<file path="config.mk">
export PLATFORM = sky130hd
export DESIGN_NAME = mcu_periph
export DESIGN_NICKNAME = d
export VERILOG_FILES = /design/src/hdl/mcu_pkg.sv /design/src/hdl/bus_decode.sv /design/src/hdl/gpio_port.sv /design/src/hdl/uart_tx.sv /design/src/hdl/uart_rx.sv /design/src/hdl/timer_irq.sv /design/src/hdl/bus_response.sv /design/src/hdl/mcu_periph.sv
export SDC_FILE = /design/constraint.sdc
export NUM_CORES = 1
export LEC_CHECK = 0
export BUFFER_PORTS_ARGS = -buffer_cell sky130_fd_sc_hd__clkbuf_2
export CAP_MARGIN = 20
export CELL_PAD_IN_SITES_DETAIL_PLACEMENT = 2
export CELL_PAD_IN_SITES_GLOBAL_PLACEMENT = 2
export CORE_ASPECT_RATIO = 0.75
export CORE_MARGIN = 4
export CORE_UTILIZATION = 38
export DETAILED_ROUTE_END_ITERATION = 16
export GPL_TIMING_DRIVEN = 1
export HOLD_SLACK_MARGIN = 0.1
export PLACE_DENSITY_LB_ADDON = 0.25
export SLEW_MARGIN = 30
export SYNTH_ARGS = -nofsm -noshare
export SYNTH_HDL_FRONTEND = slang
export SYNTH_SLANG_ARGS = --single-unit
</file>
<file path="constraint.sdc">
create_clock -name clk_i -period 3.9 [get_ports clk_i]
set_input_delay 0.195 -clock clk_i [delete_from_list [all_inputs] [get_ports clk_i]]
set_output_delay 0.195 -clock clk_i [all_outputs]
set_load 0.01 [all_outputs]
</file>
<file path="src/hdl/mcu_pkg.sv">
package mcu_pkg;

    typedef logic [31:0] addr_t;
    typedef logic [31:0] data_t;
    typedef logic [3:0]  be_t;
    typedef logic [15:0] gpio_t;
    typedef logic [1:0]  region_t;
    typedef logic [1:0]  ofs_t;

    // Region code sits in address bits 13:12
    localparam region_t REGION_GPIO  = 2'd0;
    localparam region_t REGION_UART  = 2'd1;
    localparam region_t REGION_TIMER = 2'd2;
    localparam region_t REGION_NONE  = 2'd3;

    // Word offsets within a region, address bits 3:2
    localparam ofs_t OFS_GPIO_OUT  = 2'd0;
    localparam ofs_t OFS_GPIO_IN   = 2'd1;
    localparam ofs_t OFS_UART_DATA = 2'd0;
    localparam ofs_t OFS_UART_STAT = 2'd1;
    localparam ofs_t OFS_TMR_CTRL  = 2'd0;
    localparam ofs_t OFS_TMR_CMP   = 2'd1;
    localparam ofs_t OFS_TMR_CNT   = 2'd2;

    // UART status word bits
    localparam int STAT_TX_BUSY  = 0;
    localparam int STAT_RX_VALID = 1;

    localparam logic [4:0] TIMER_IRQ_ID = 5'd7;

    typedef struct packed {
        logic  we;
        be_t   be;
        addr_t addr;
        data_t wdata;
    } bus_req_t;

    typedef struct packed {
        logic  wr;
        logic  rd;
        ofs_t  ofs;
        be_t   be;
        data_t wdata;
    } access_t;

    typedef enum logic [1:0] {
        IDLE,
        START,
        DATA,
        STOP
    } uart_state_e;

endpackage

</file>
<file path="src/hdl/bus_decode.sv">
`timescale 1ns/1ps

module bus_decode (
    input  logic              clk_i,
    input  logic              rst_n_i,
    input  logic              data_req_i,
    input  mcu_pkg::bus_req_t data_i,
    output logic              data_gnt_o,
    output logic              acc_valid_o,
    output mcu_pkg::access_t  gpio_acc_o,
    output mcu_pkg::access_t  uart_acc_o,
    output mcu_pkg::access_t  tmr_acc_o,
    output mcu_pkg::region_t  region_o
);
    import mcu_pkg::*;

    region_t    region;
    logic [2:0] sel;
    logic [2:0] wr_q;
    logic [2:0] rd_q;
    ofs_t       ofs_q;
    be_t        be_q;
    data_t      wdata_q;

    // No back-pressure, every request is taken at once
    assign data_gnt_o = data_req_i;

    assign region = data_i.addr[13:12];
    // One-hot region select, shifting out to zero for the unmapped code
    assign sel = data_req_i ? (3'b001 << region) : 3'b000;

    always_ff @(posedge clk_i) begin
        if (!rst_n_i) begin
            wr_q        <= '0;
            rd_q        <= '0;
            acc_valid_o <= 1'b0;
            region_o    <= REGION_NONE;
        end else begin
            wr_q        <= sel & {3{data_i.we}};
            rd_q        <= sel & {3{~data_i.we}};
            acc_valid_o <= data_req_i;
            region_o    <= region;
        end
    end

    // Shared payload for whichever region got the strobe
    always_ff @(posedge clk_i) begin
        if (data_req_i) begin
            ofs_q   <= data_i.addr[3:2];
            be_q    <= data_i.be;
            wdata_q <= data_i.wdata;
        end
    end

    assign gpio_acc_o = '{wr: wr_q[REGION_GPIO], rd: rd_q[REGION_GPIO],
                          ofs: ofs_q, be: be_q, wdata: wdata_q};
    assign uart_acc_o = '{wr: wr_q[REGION_UART], rd: rd_q[REGION_UART],
                          ofs: ofs_q, be: be_q, wdata: wdata_q};
    assign tmr_acc_o  = '{wr: wr_q[REGION_TIMER], rd: rd_q[REGION_TIMER],
                          ofs: ofs_q, be: be_q, wdata: wdata_q};

endmodule

</file>
<file path="src/hdl/gpio_port.sv">
`timescale 1ns/1ps

module gpio_port (
    input  logic             clk_i,
    input  logic             rst_n_i,
    input  mcu_pkg::access_t acc_i,
    input  mcu_pkg::gpio_t   gpio_i,
    output mcu_pkg::gpio_t   gpio_o,
    output mcu_pkg::data_t   rdata_o
);
    import mcu_pkg::*;

    gpio_t in_meta_q;
    gpio_t in_sync_q;
    gpio_t out_q;

    // Two-flop synchroniser on the pins
    always_ff @(posedge clk_i) begin
        in_meta_q <= gpio_i;
        in_sync_q <= in_meta_q;
    end

    always_ff @(posedge clk_i) begin
        if (!rst_n_i) begin
            out_q <= '0;
        end else if (acc_i.wr && acc_i.ofs == OFS_GPIO_OUT) begin
            // Only the low two lanes exist
            if (acc_i.be[0]) out_q[7:0]  <= acc_i.wdata[7:0];
            if (acc_i.be[1]) out_q[15:8] <= acc_i.wdata[15:8];
        end
    end

    assign gpio_o = out_q;

    always_comb begin
        rdata_o = '0;
        if (acc_i.rd) begin
            case (acc_i.ofs)
                OFS_GPIO_OUT: rdata_o = data_t'(out_q);
                OFS_GPIO_IN:  rdata_o = data_t'(in_sync_q);
                default:      rdata_o = '0;
            endcase
        end
    end

endmodule

</file>
<file path="src/hdl/uart_tx.sv">
`timescale 1ns/1ps

module uart_tx #(
    parameter int CLKS_PER_BIT = 8
) (
    input  logic             clk_i,
    input  logic             rst_n_i,
    input  mcu_pkg::access_t acc_i,
    output logic             tx_o,
    output logic             busy_o
);
    import mcu_pkg::*;

    localparam int CNT_W = (CLKS_PER_BIT > 1) ? $clog2(CLKS_PER_BIT) : 1;

    uart_state_e      state_q;
    logic [CNT_W-1:0] clk_cnt_q;
    logic [2:0]       bit_idx_q;
    logic [7:0]       shift_q;
    logic             bit_done;
    logic             start_req;

    assign bit_done  = (clk_cnt_q == CNT_W'(CLKS_PER_BIT - 1));
    assign start_req = acc_i.wr && (acc_i.ofs == OFS_UART_DATA);

    always_ff @(posedge clk_i) begin
        if (!rst_n_i) begin
            state_q   <= IDLE;
            clk_cnt_q <= '0;
            bit_idx_q <= '0;
        end else if (state_q == IDLE) begin
            // Writes during a frame fall through here unseen
            clk_cnt_q <= '0;
            bit_idx_q <= '0;
            if (start_req) state_q <= START;
        end else if (!bit_done) begin
            clk_cnt_q <= clk_cnt_q + 1'b1;
        end else begin
            clk_cnt_q <= '0;
            case (state_q)
                START:   state_q <= DATA;
                DATA: begin
                    bit_idx_q <= bit_idx_q + 1'b1;
                    if (bit_idx_q == 3'd7) state_q <= STOP;
                end
                default: state_q <= IDLE;
            endcase
        end
    end

    // LSB first
    always_ff @(posedge clk_i) begin
        if (state_q == IDLE && start_req) shift_q <= acc_i.wdata[7:0];
        else if (state_q == DATA && bit_done) shift_q <= {1'b0, shift_q[7:1]};
    end

    always_comb begin
        case (state_q)
            START:   tx_o = 1'b0;
            DATA:    tx_o = shift_q[0];
            default: tx_o = 1'b1;
        endcase
    end

    assign busy_o = (state_q != IDLE);

endmodule

</file>
<file path="src/hdl/uart_rx.sv">
`timescale 1ns/1ps

module uart_rx #(
    parameter int CLKS_PER_BIT = 8
) (
    input  logic             clk_i,
    input  logic             rst_n_i,
    input  mcu_pkg::access_t acc_i,
    input  logic             rx_i,
    input  logic             tx_busy_i,
    output mcu_pkg::data_t   rdata_o
);
    import mcu_pkg::*;

    localparam int CNT_W = (CLKS_PER_BIT > 1) ? $clog2(CLKS_PER_BIT) : 1;

    uart_state_e      state_q;
    logic [CNT_W-1:0] clk_cnt_q;
    logic [2:0]       bit_idx_q;
    logic [7:0]       shift_q;
    logic [7:0]       rx_data_q;
    logic             rx_valid_q;
    logic             rx_meta_q;
    logic             rx_sync_q;
    logic             rx_prev_q;
    logic             start_edge;
    logic             mid_start;
    logic             bit_done;
    logic             data_rd;

    // Line idles high, so the sync chain resets to one
    always_ff @(posedge clk_i) begin
        if (!rst_n_i) begin
            rx_meta_q <= 1'b1;
            rx_sync_q <= 1'b1;
            rx_prev_q <= 1'b1;
        end else begin
            rx_meta_q <= rx_i;
            rx_sync_q <= rx_meta_q;
            rx_prev_q <= rx_sync_q;
        end
    end

    assign start_edge = rx_prev_q && !rx_sync_q;
    assign mid_start  = (clk_cnt_q == CNT_W'(CLKS_PER_BIT / 2 - 1));
    assign bit_done   = (clk_cnt_q == CNT_W'(CLKS_PER_BIT - 1));
    assign data_rd    = acc_i.rd && (acc_i.ofs == OFS_UART_DATA);

    always_ff @(posedge clk_i) begin
        if (!rst_n_i) begin
            state_q    <= IDLE;
            clk_cnt_q  <= '0;
            bit_idx_q  <= '0;
            rx_data_q  <= '0;
            rx_valid_q <= 1'b0;
        end else begin
            clk_cnt_q <= clk_cnt_q + 1'b1;
            // Reading the data clears valid, a new byte wins below
            if (data_rd) rx_valid_q <= 1'b0;
            case (state_q)
                IDLE: begin
                    clk_cnt_q <= '0;
                    bit_idx_q <= '0;
                    if (start_edge) state_q <= START;
                end
                START: if (mid_start) begin
                    // Glitch check at the centre of the start bit
                    clk_cnt_q <= '0;
                    state_q   <= rx_sync_q ? IDLE : DATA;
                end
                DATA: if (bit_done) begin
                    clk_cnt_q <= '0;
                    shift_q   <= {rx_sync_q, shift_q[7:1]};
                    bit_idx_q <= bit_idx_q + 1'b1;
                    if (bit_idx_q == 3'd7) state_q <= STOP;
                end
                default: if (bit_done) begin
                    state_q <= IDLE;
                    if (rx_sync_q) begin
                        rx_data_q  <= shift_q;
                        rx_valid_q <= 1'b1;
                    end
                end
            endcase
        end
    end

    always_comb begin
        rdata_o = '0;
        if (acc_i.rd) begin
            case (acc_i.ofs)
                OFS_UART_DATA: rdata_o = data_t'(rx_data_q);
                OFS_UART_STAT: begin
                    rdata_o[STAT_TX_BUSY]  = tx_busy_i;
                    rdata_o[STAT_RX_VALID] = rx_valid_q;
                end
                default:       rdata_o = '0;
            endcase
        end
    end

endmodule

</file>
<file path="src/hdl/timer_irq.sv">
`timescale 1ns/1ps

module timer_irq (
    input  logic             clk_i,
    input  logic             rst_n_i,
    input  mcu_pkg::access_t acc_i,
    input  logic             irq_ack_i,
    input  logic [4:0]       irq_id_i,
    output logic             irq_o,
    output mcu_pkg::data_t   rdata_o
);
    import mcu_pkg::*;

    logic  enable_q;
    logic  pending_q;
    data_t cmp_q;
    data_t cnt_q;
    logic  match;
    logic  cnt_wr;
    logic  ack_hit;

    assign match   = enable_q && (cnt_q == cmp_q);
    assign cnt_wr  = acc_i.wr && (acc_i.ofs == OFS_TMR_CNT);
    assign ack_hit = irq_ack_i && (irq_id_i == TIMER_IRQ_ID);

    always_ff @(posedge clk_i) begin
        if (!rst_n_i) begin
            enable_q  <= 1'b0;
            pending_q <= 1'b0;
            cmp_q     <= '0;
            cnt_q     <= '0;
        end else begin
            if (acc_i.wr && acc_i.ofs == OFS_TMR_CTRL) enable_q <= acc_i.wdata[0];
            if (acc_i.wr && acc_i.ofs == OFS_TMR_CMP)  cmp_q    <= acc_i.wdata;

            // Software load beats the free count
            if (cnt_wr)        cnt_q <= acc_i.wdata;
            else if (match)    cnt_q <= '0;
            else if (enable_q) cnt_q <= cnt_q + 1'b1;

            // A fresh match in the ack cycle keeps the line up
            if (ack_hit) pending_q <= 1'b0;
            if (match && !cnt_wr) pending_q <= 1'b1;
        end
    end

    assign irq_o = pending_q;

    always_comb begin
        rdata_o = '0;
        if (acc_i.rd) begin
            case (acc_i.ofs)
                OFS_TMR_CTRL: rdata_o = data_t'(enable_q);
                OFS_TMR_CMP:  rdata_o = cmp_q;
                OFS_TMR_CNT:  rdata_o = cnt_q;
                default:      rdata_o = '0;
            endcase
        end
    end

endmodule

</file>
<file path="src/hdl/bus_response.sv">
`timescale 1ns/1ps

module bus_response (
    input  logic             clk_i,
    input  logic             rst_n_i,
    input  mcu_pkg::region_t region_i,
    input  logic             valid_i,
    input  mcu_pkg::data_t   gpio_rdata_i,
    input  mcu_pkg::data_t   uart_rdata_i,
    input  mcu_pkg::data_t   tmr_rdata_i,
    output logic             data_rvalid_o,
    output mcu_pkg::data_t   data_rdata_o
);
    import mcu_pkg::*;

    data_t rdata_sel;

    // Peripherals drive zero unless read, so writes answer with zero
    always_comb begin
        case (region_i)
            REGION_GPIO:  rdata_sel = gpio_rdata_i;
            REGION_UART:  rdata_sel = uart_rdata_i;
            REGION_TIMER: rdata_sel = tmr_rdata_i;
            default:      rdata_sel = '0;
        endcase
    end

    always_ff @(posedge clk_i) begin
        if (!rst_n_i) begin
            data_rvalid_o <= 1'b0;
        end else begin
            data_rvalid_o <= valid_i;
        end
    end

    always_ff @(posedge clk_i) begin
        data_rdata_o <= rdata_sel;
    end

endmodule

</file>
<file path="src/hdl/mcu_periph.sv">
`timescale 1ns/1ps

module mcu_periph #(
    parameter int CLKS_PER_BIT = 8
) (
    input  logic              clk_i,
    input  logic              rst_n_i,
    input  logic              data_req_i,
    input  mcu_pkg::bus_req_t data_i,
    output logic              data_gnt_o,
    output logic              data_rvalid_o,
    output mcu_pkg::data_t    data_rdata_o,
    input  mcu_pkg::gpio_t    gpio_i,
    output mcu_pkg::gpio_t    gpio_o,
    input  logic              uart_rx_i,
    output logic              uart_tx_o,
    output logic              irq_o,
    input  logic              irq_ack_i,
    input  logic [4:0]        irq_id_i
);
    import mcu_pkg::*;

    access_t gpio_acc;
    access_t uart_acc;
    access_t tmr_acc;
    region_t region;
    logic    acc_valid;
    logic    tx_busy;
    data_t   gpio_rdata;
    data_t   uart_rdata;
    data_t   tmr_rdata;

    bus_decode u_bus_decode (
        .clk_i       (clk_i),
        .rst_n_i     (rst_n_i),
        .data_req_i  (data_req_i),
        .data_i      (data_i),
        .data_gnt_o  (data_gnt_o),
        .acc_valid_o (acc_valid),
        .gpio_acc_o  (gpio_acc),
        .uart_acc_o  (uart_acc),
        .tmr_acc_o   (tmr_acc),
        .region_o    (region)
    );

    gpio_port u_gpio_port (
        .clk_i   (clk_i),
        .rst_n_i (rst_n_i),
        .acc_i   (gpio_acc),
        .gpio_i  (gpio_i),
        .gpio_o  (gpio_o),
        .rdata_o (gpio_rdata)
    );

    uart_tx #(.CLKS_PER_BIT(CLKS_PER_BIT)) u_uart_tx (
        .clk_i   (clk_i),
        .rst_n_i (rst_n_i),
        .acc_i   (uart_acc),
        .tx_o    (uart_tx_o),
        .busy_o  (tx_busy)
    );

    // Receiver also builds the status word, so it sees tx busy
    uart_rx #(.CLKS_PER_BIT(CLKS_PER_BIT)) u_uart_rx (
        .clk_i     (clk_i),
        .rst_n_i   (rst_n_i),
        .acc_i     (uart_acc),
        .rx_i      (uart_rx_i),
        .tx_busy_i (tx_busy),
        .rdata_o   (uart_rdata)
    );

    timer_irq u_timer_irq (
        .clk_i     (clk_i),
        .rst_n_i   (rst_n_i),
        .acc_i     (tmr_acc),
        .irq_ack_i (irq_ack_i),
        .irq_id_i  (irq_id_i),
        .irq_o     (irq_o),
        .rdata_o   (tmr_rdata)
    );

    bus_response u_bus_response (
        .clk_i         (clk_i),
        .rst_n_i       (rst_n_i),
        .region_i      (region),
        .valid_i       (acc_valid),
        .gpio_rdata_i  (gpio_rdata),
        .uart_rdata_i  (uart_rdata),
        .tmr_rdata_i   (tmr_rdata),
        .data_rvalid_o (data_rvalid_o),
        .data_rdata_o  (data_rdata_o)
    );

endmodule

</file>
==> impl_metrics.json <==
{
  "outcome": "complete, no violations",
  "layout_commonest_cell": "dfxtp_1",
  "hold_viol": 0,
  "fin_crit_ns": 2.72,
  "drive_above_1_share_pct": 18.2,
  "slew_viol_final": 0,
  "fmax_ghz": 0.367,
  "die_w_um": 190,
  "n_fill_cell": 2536,
  "critical_path_arrival_ns": 3.11,
  "viasPerCell": 5.29,
  "seq_power_share_pct": 50.4,
  "fin_nets": 1188,
  "antenna_found_initial": 0,
  "grt_overflow": 0,
  "drv_cap": 0,
  "clkTransAtPathRegs_ns": 0.06,
  "dp.final_hpwl_mm": 19.4,
  "final-seq-area_um2": 5250,
  "fin_setup_tns_ns": 0,
  "first_pass_iters": 5,
  "path_class": "reg2reg",
  "grt_max_degree": 40,
  "ys_async_sr_fraction_pct": 0,
  "grt_pass1_vias": 8339,
  "place_congestion": 0.816,
  "synth_fp_nets": 1036,
  "io_buffers": 116,
  "clock_path_buffers": 3,
  "drc": 0,
  "yosysSeqAreaShare_pct": 55.8,
  "core_area_um2": 24200,
  "drt_iter0_drc": 426,
  "num_vias": 7555,
  "ys_seq_elements": 236,
  "die_area_um2": 27400,
  "pwr_density_cell_nw_per_um2": 449,
  "hold_path_class": "in2reg",
  "netlist_instances": 926,
  "cts_tree": "yes",
  "mostFrequentLayoutCells": "dfxtp_1, nand2_1, clkbuf_2, nor2_1, a21oi_1",
  "routed_wirelength_mm": 30.8,
  "clock_latency_ns": 0.54,
  "irDropWorstVdd_v": 0.000306,
  "p_int_mw": 3.98,
  "area_growth_pct": 23.2,
  "rsz0062_at_grt": "false",
  "rrSetupSlack_ns": 1.18,
  "synthesis.area_um2": 9400,
  "synth_ff_type": "dfxtp_1",
  "synth.avg_cell_area_um2": 10.2,
  "routedWlPerCell_um": 21.6,
  "combPwrFrac_pct": 4.8,
  "grt_use_total_pct": 22.3,
  "p_leak_nw": 4.22,
  "worst_pin_slew_ns": 0.958,
  "cts_hold_buf": 58,
  "switching_share_pct": 23.3,
  "cts_root_buffer": "clkbuf_16",
  "grt_pass1_wl_mm": 48.0,
  "synth_edf_count": 52,
  "die_h_um": 144,
  "worst_setup_path_start_kind": "register",
  "pin_count": 147,
  "clkPwrFrac_pct": 44.7,
  "postCtsSetupRepairBufs": 0,
  "crit_fanout": 19,
  "ys_types": 56,
  "p_sw_mw": 1.21,
  "initial_utilization_pct": 38.9,
  "finClkSkew_ns": 0.0186,
  "cts.sinks": 236,
  "multi_input_area_um2": 3810,
  "diodes": 0,
  "fin_crit_sh_pct": 69.8,
  "crit_path_end_kind": "register",
  "ant_nets": 0,
  "critPathRequiredTime_ns": 4.28,
  "max-slew-margin-rel_pct": 35.9,
  "row_count": 49,
  "cts_buffers": 25,
  "cts_resized": 0,
  "htree_levels": 1,
  "setup_viol": 0,
  "p_total_mw": 5.20,
  "synth_warnings": 0
}
==> power groups by stage <==
stage / Sequential, mW / Combinational [mW] / Clock (mW)
6_report: 2.62 / 0.251 / 2.33
5_1_grt: 2.63 / 0.270 / 2.50
4_1_cts: 2.62 / 0.246 / 2.37
3_5_place_dp: 2.67 / 0.199 / 0
3_3_place_gp: 2.67 / 0.191 / 0
2_1_floorplan: 2.64 / 0.116 / 0
==> layer usage <==
layer  share of wire [%]  GRT usage, %  wire, um
met3                 4.4          3.35      1360
met2                  48          39.2     14900
met5                   0             0         0
met1                  46          29.7     14100
met4                 1.5          4.03       450
==> final timing paths <==
path                                  from                  endpoint  depth (start not counted)
setup / recovery      u_timer_irq.cnt_q[2]     u_timer_irq.cnt_q[15]                          6
hold / removal                 irq_id_i[0]         u_timer_irq.irq_o                          5
setup reg to reg      u_timer_irq.cnt_q[2]     u_timer_irq.cnt_q[15]                          6
hold reg to reg   u_gpio_port.in_meta_q[7]  u_gpio_port.in_sync_q[7]                          0
==> synth_stat cells (3+ instances only) <==
master | number | area [um2]
xnor2_1 | 46 | 403
o21ai_0 | 22 | 110
nand3_1 | 20 | 100
edfxtp_1 | 52 | 1560
and3_1 | 12 | 75.1
mux2_2 | 7 | 78.8
mux2i_1 | 36 | 360
nor3b_1 | 5 | 37.5
clkbuf_1 | 36 | 135
a211oi_2 | 10 | 125
nand2_1 | 117 | 439
nand4_1 | 21 | 131
o22ai_1 | 15 | 93.8
nor4_1 | 3 | 18.8
buf_1 | 5 | 18.8
dfxtp_1 | 184 | 3680
nor3_1 | 10 | 50.1
xor2_1 | 11 | 96.3
a21oi_1 | 70 | 350
a22oi_1 | 33 | 248
buf_2 | 12 | 60.1
ha_1 | 15 | 188
nor2b_1 | 6 | 37.5
nand3b_1 | 5 | 37.5
clkbuf_2 | 3 | 15.0
and2_1 | 6 | 37.5
inv_1 | 20 | 75.1
nand2b_1 | 7 | 43.8
a211oi_1 | 10 | 75.1
nor2_1 | 95 | 357
nor4_2 | 3 | 37.5
==> through the flow <==
stage          area, um2  utilization [%]  hold WS [ns]  worst slack, ns  instances
3_5_place_dp       10200             42.3         0.300             1.24       1324
2_1_floorplan       9400                -         0.223             2.00        926
6_report           11600             48.0         0.121             1.18       1428
3_3_place_gp       10200             42.3         0.298             1.27       1324
4_1_cts            11600             47.9         0.101             1.23       1428
5_1_grt            11600             48.0         0.129             1.09       1428
==> final cells by class <==
class                      count  share of cell area [%]
clock buffer                  35                    5.98
clock inverter                11                   0.799
inverter                      20                   0.648
multi-input combinational    609                    32.9
sequential                   236                    45.3
tap                          331                    3.57
timing repair buffer         186                    10.8
==> flip-flops by register name, summed over array words and instances (netlist names), 2 cells and up <==
name and flops:
u_uart_tx.shift_q 8, u_gpio_port.gpio_o 16, u_uart_rx.shift_q 8, u_bus_decode.region_o 2, u_gpio_port.in_meta_q 16, u_bus_decode.wr_q 3, u_bus_decode.ofs_q 2, u_uart_rx.rx_data_q 8
u_uart_rx.state_q 2, u_bus_decode.be_q 2, u_timer_irq.cnt_q 32, u_uart_tx.clk_cnt_q 3, u_gpio_port.in_sync_q 16, u_uart_tx.state_q 2, u_bus_decode.wdata_q 32, u_bus_decode.rd_q 3
u_uart_rx.bit_idx_q 3, u_uart_tx.bit_idx_q 3, u_timer_irq.cmp_q 32, u_uart_rx.clk_cnt_q 3, u_bus_response.data_rdata_o 32
==> worst max-delay path: stages, from the launching register on <==
cell     delay [ns]
dfxtp_1        0.46
xnor2_1        0.20
nand4_1        0.26
nor4_2         0.50
nand3_4        0.25
o21ai_4        0.76
nor3_1         0.13
==> logic make-up after synthesis <==
| group | synth area share, % |
|---|---|
| DFF | 55.8 |
| and+or+nand+nor | 16.7 |
| xor gates and xnor gates | 5.48 |
| buffers and inverters | 3.79 |
| AOI/OAI and AO/OA | 11.5 |
| muxes | 4.67 |
| adders and majority gates | 2.00 |
Note: power is estimated with default switching activity, not from simulation.
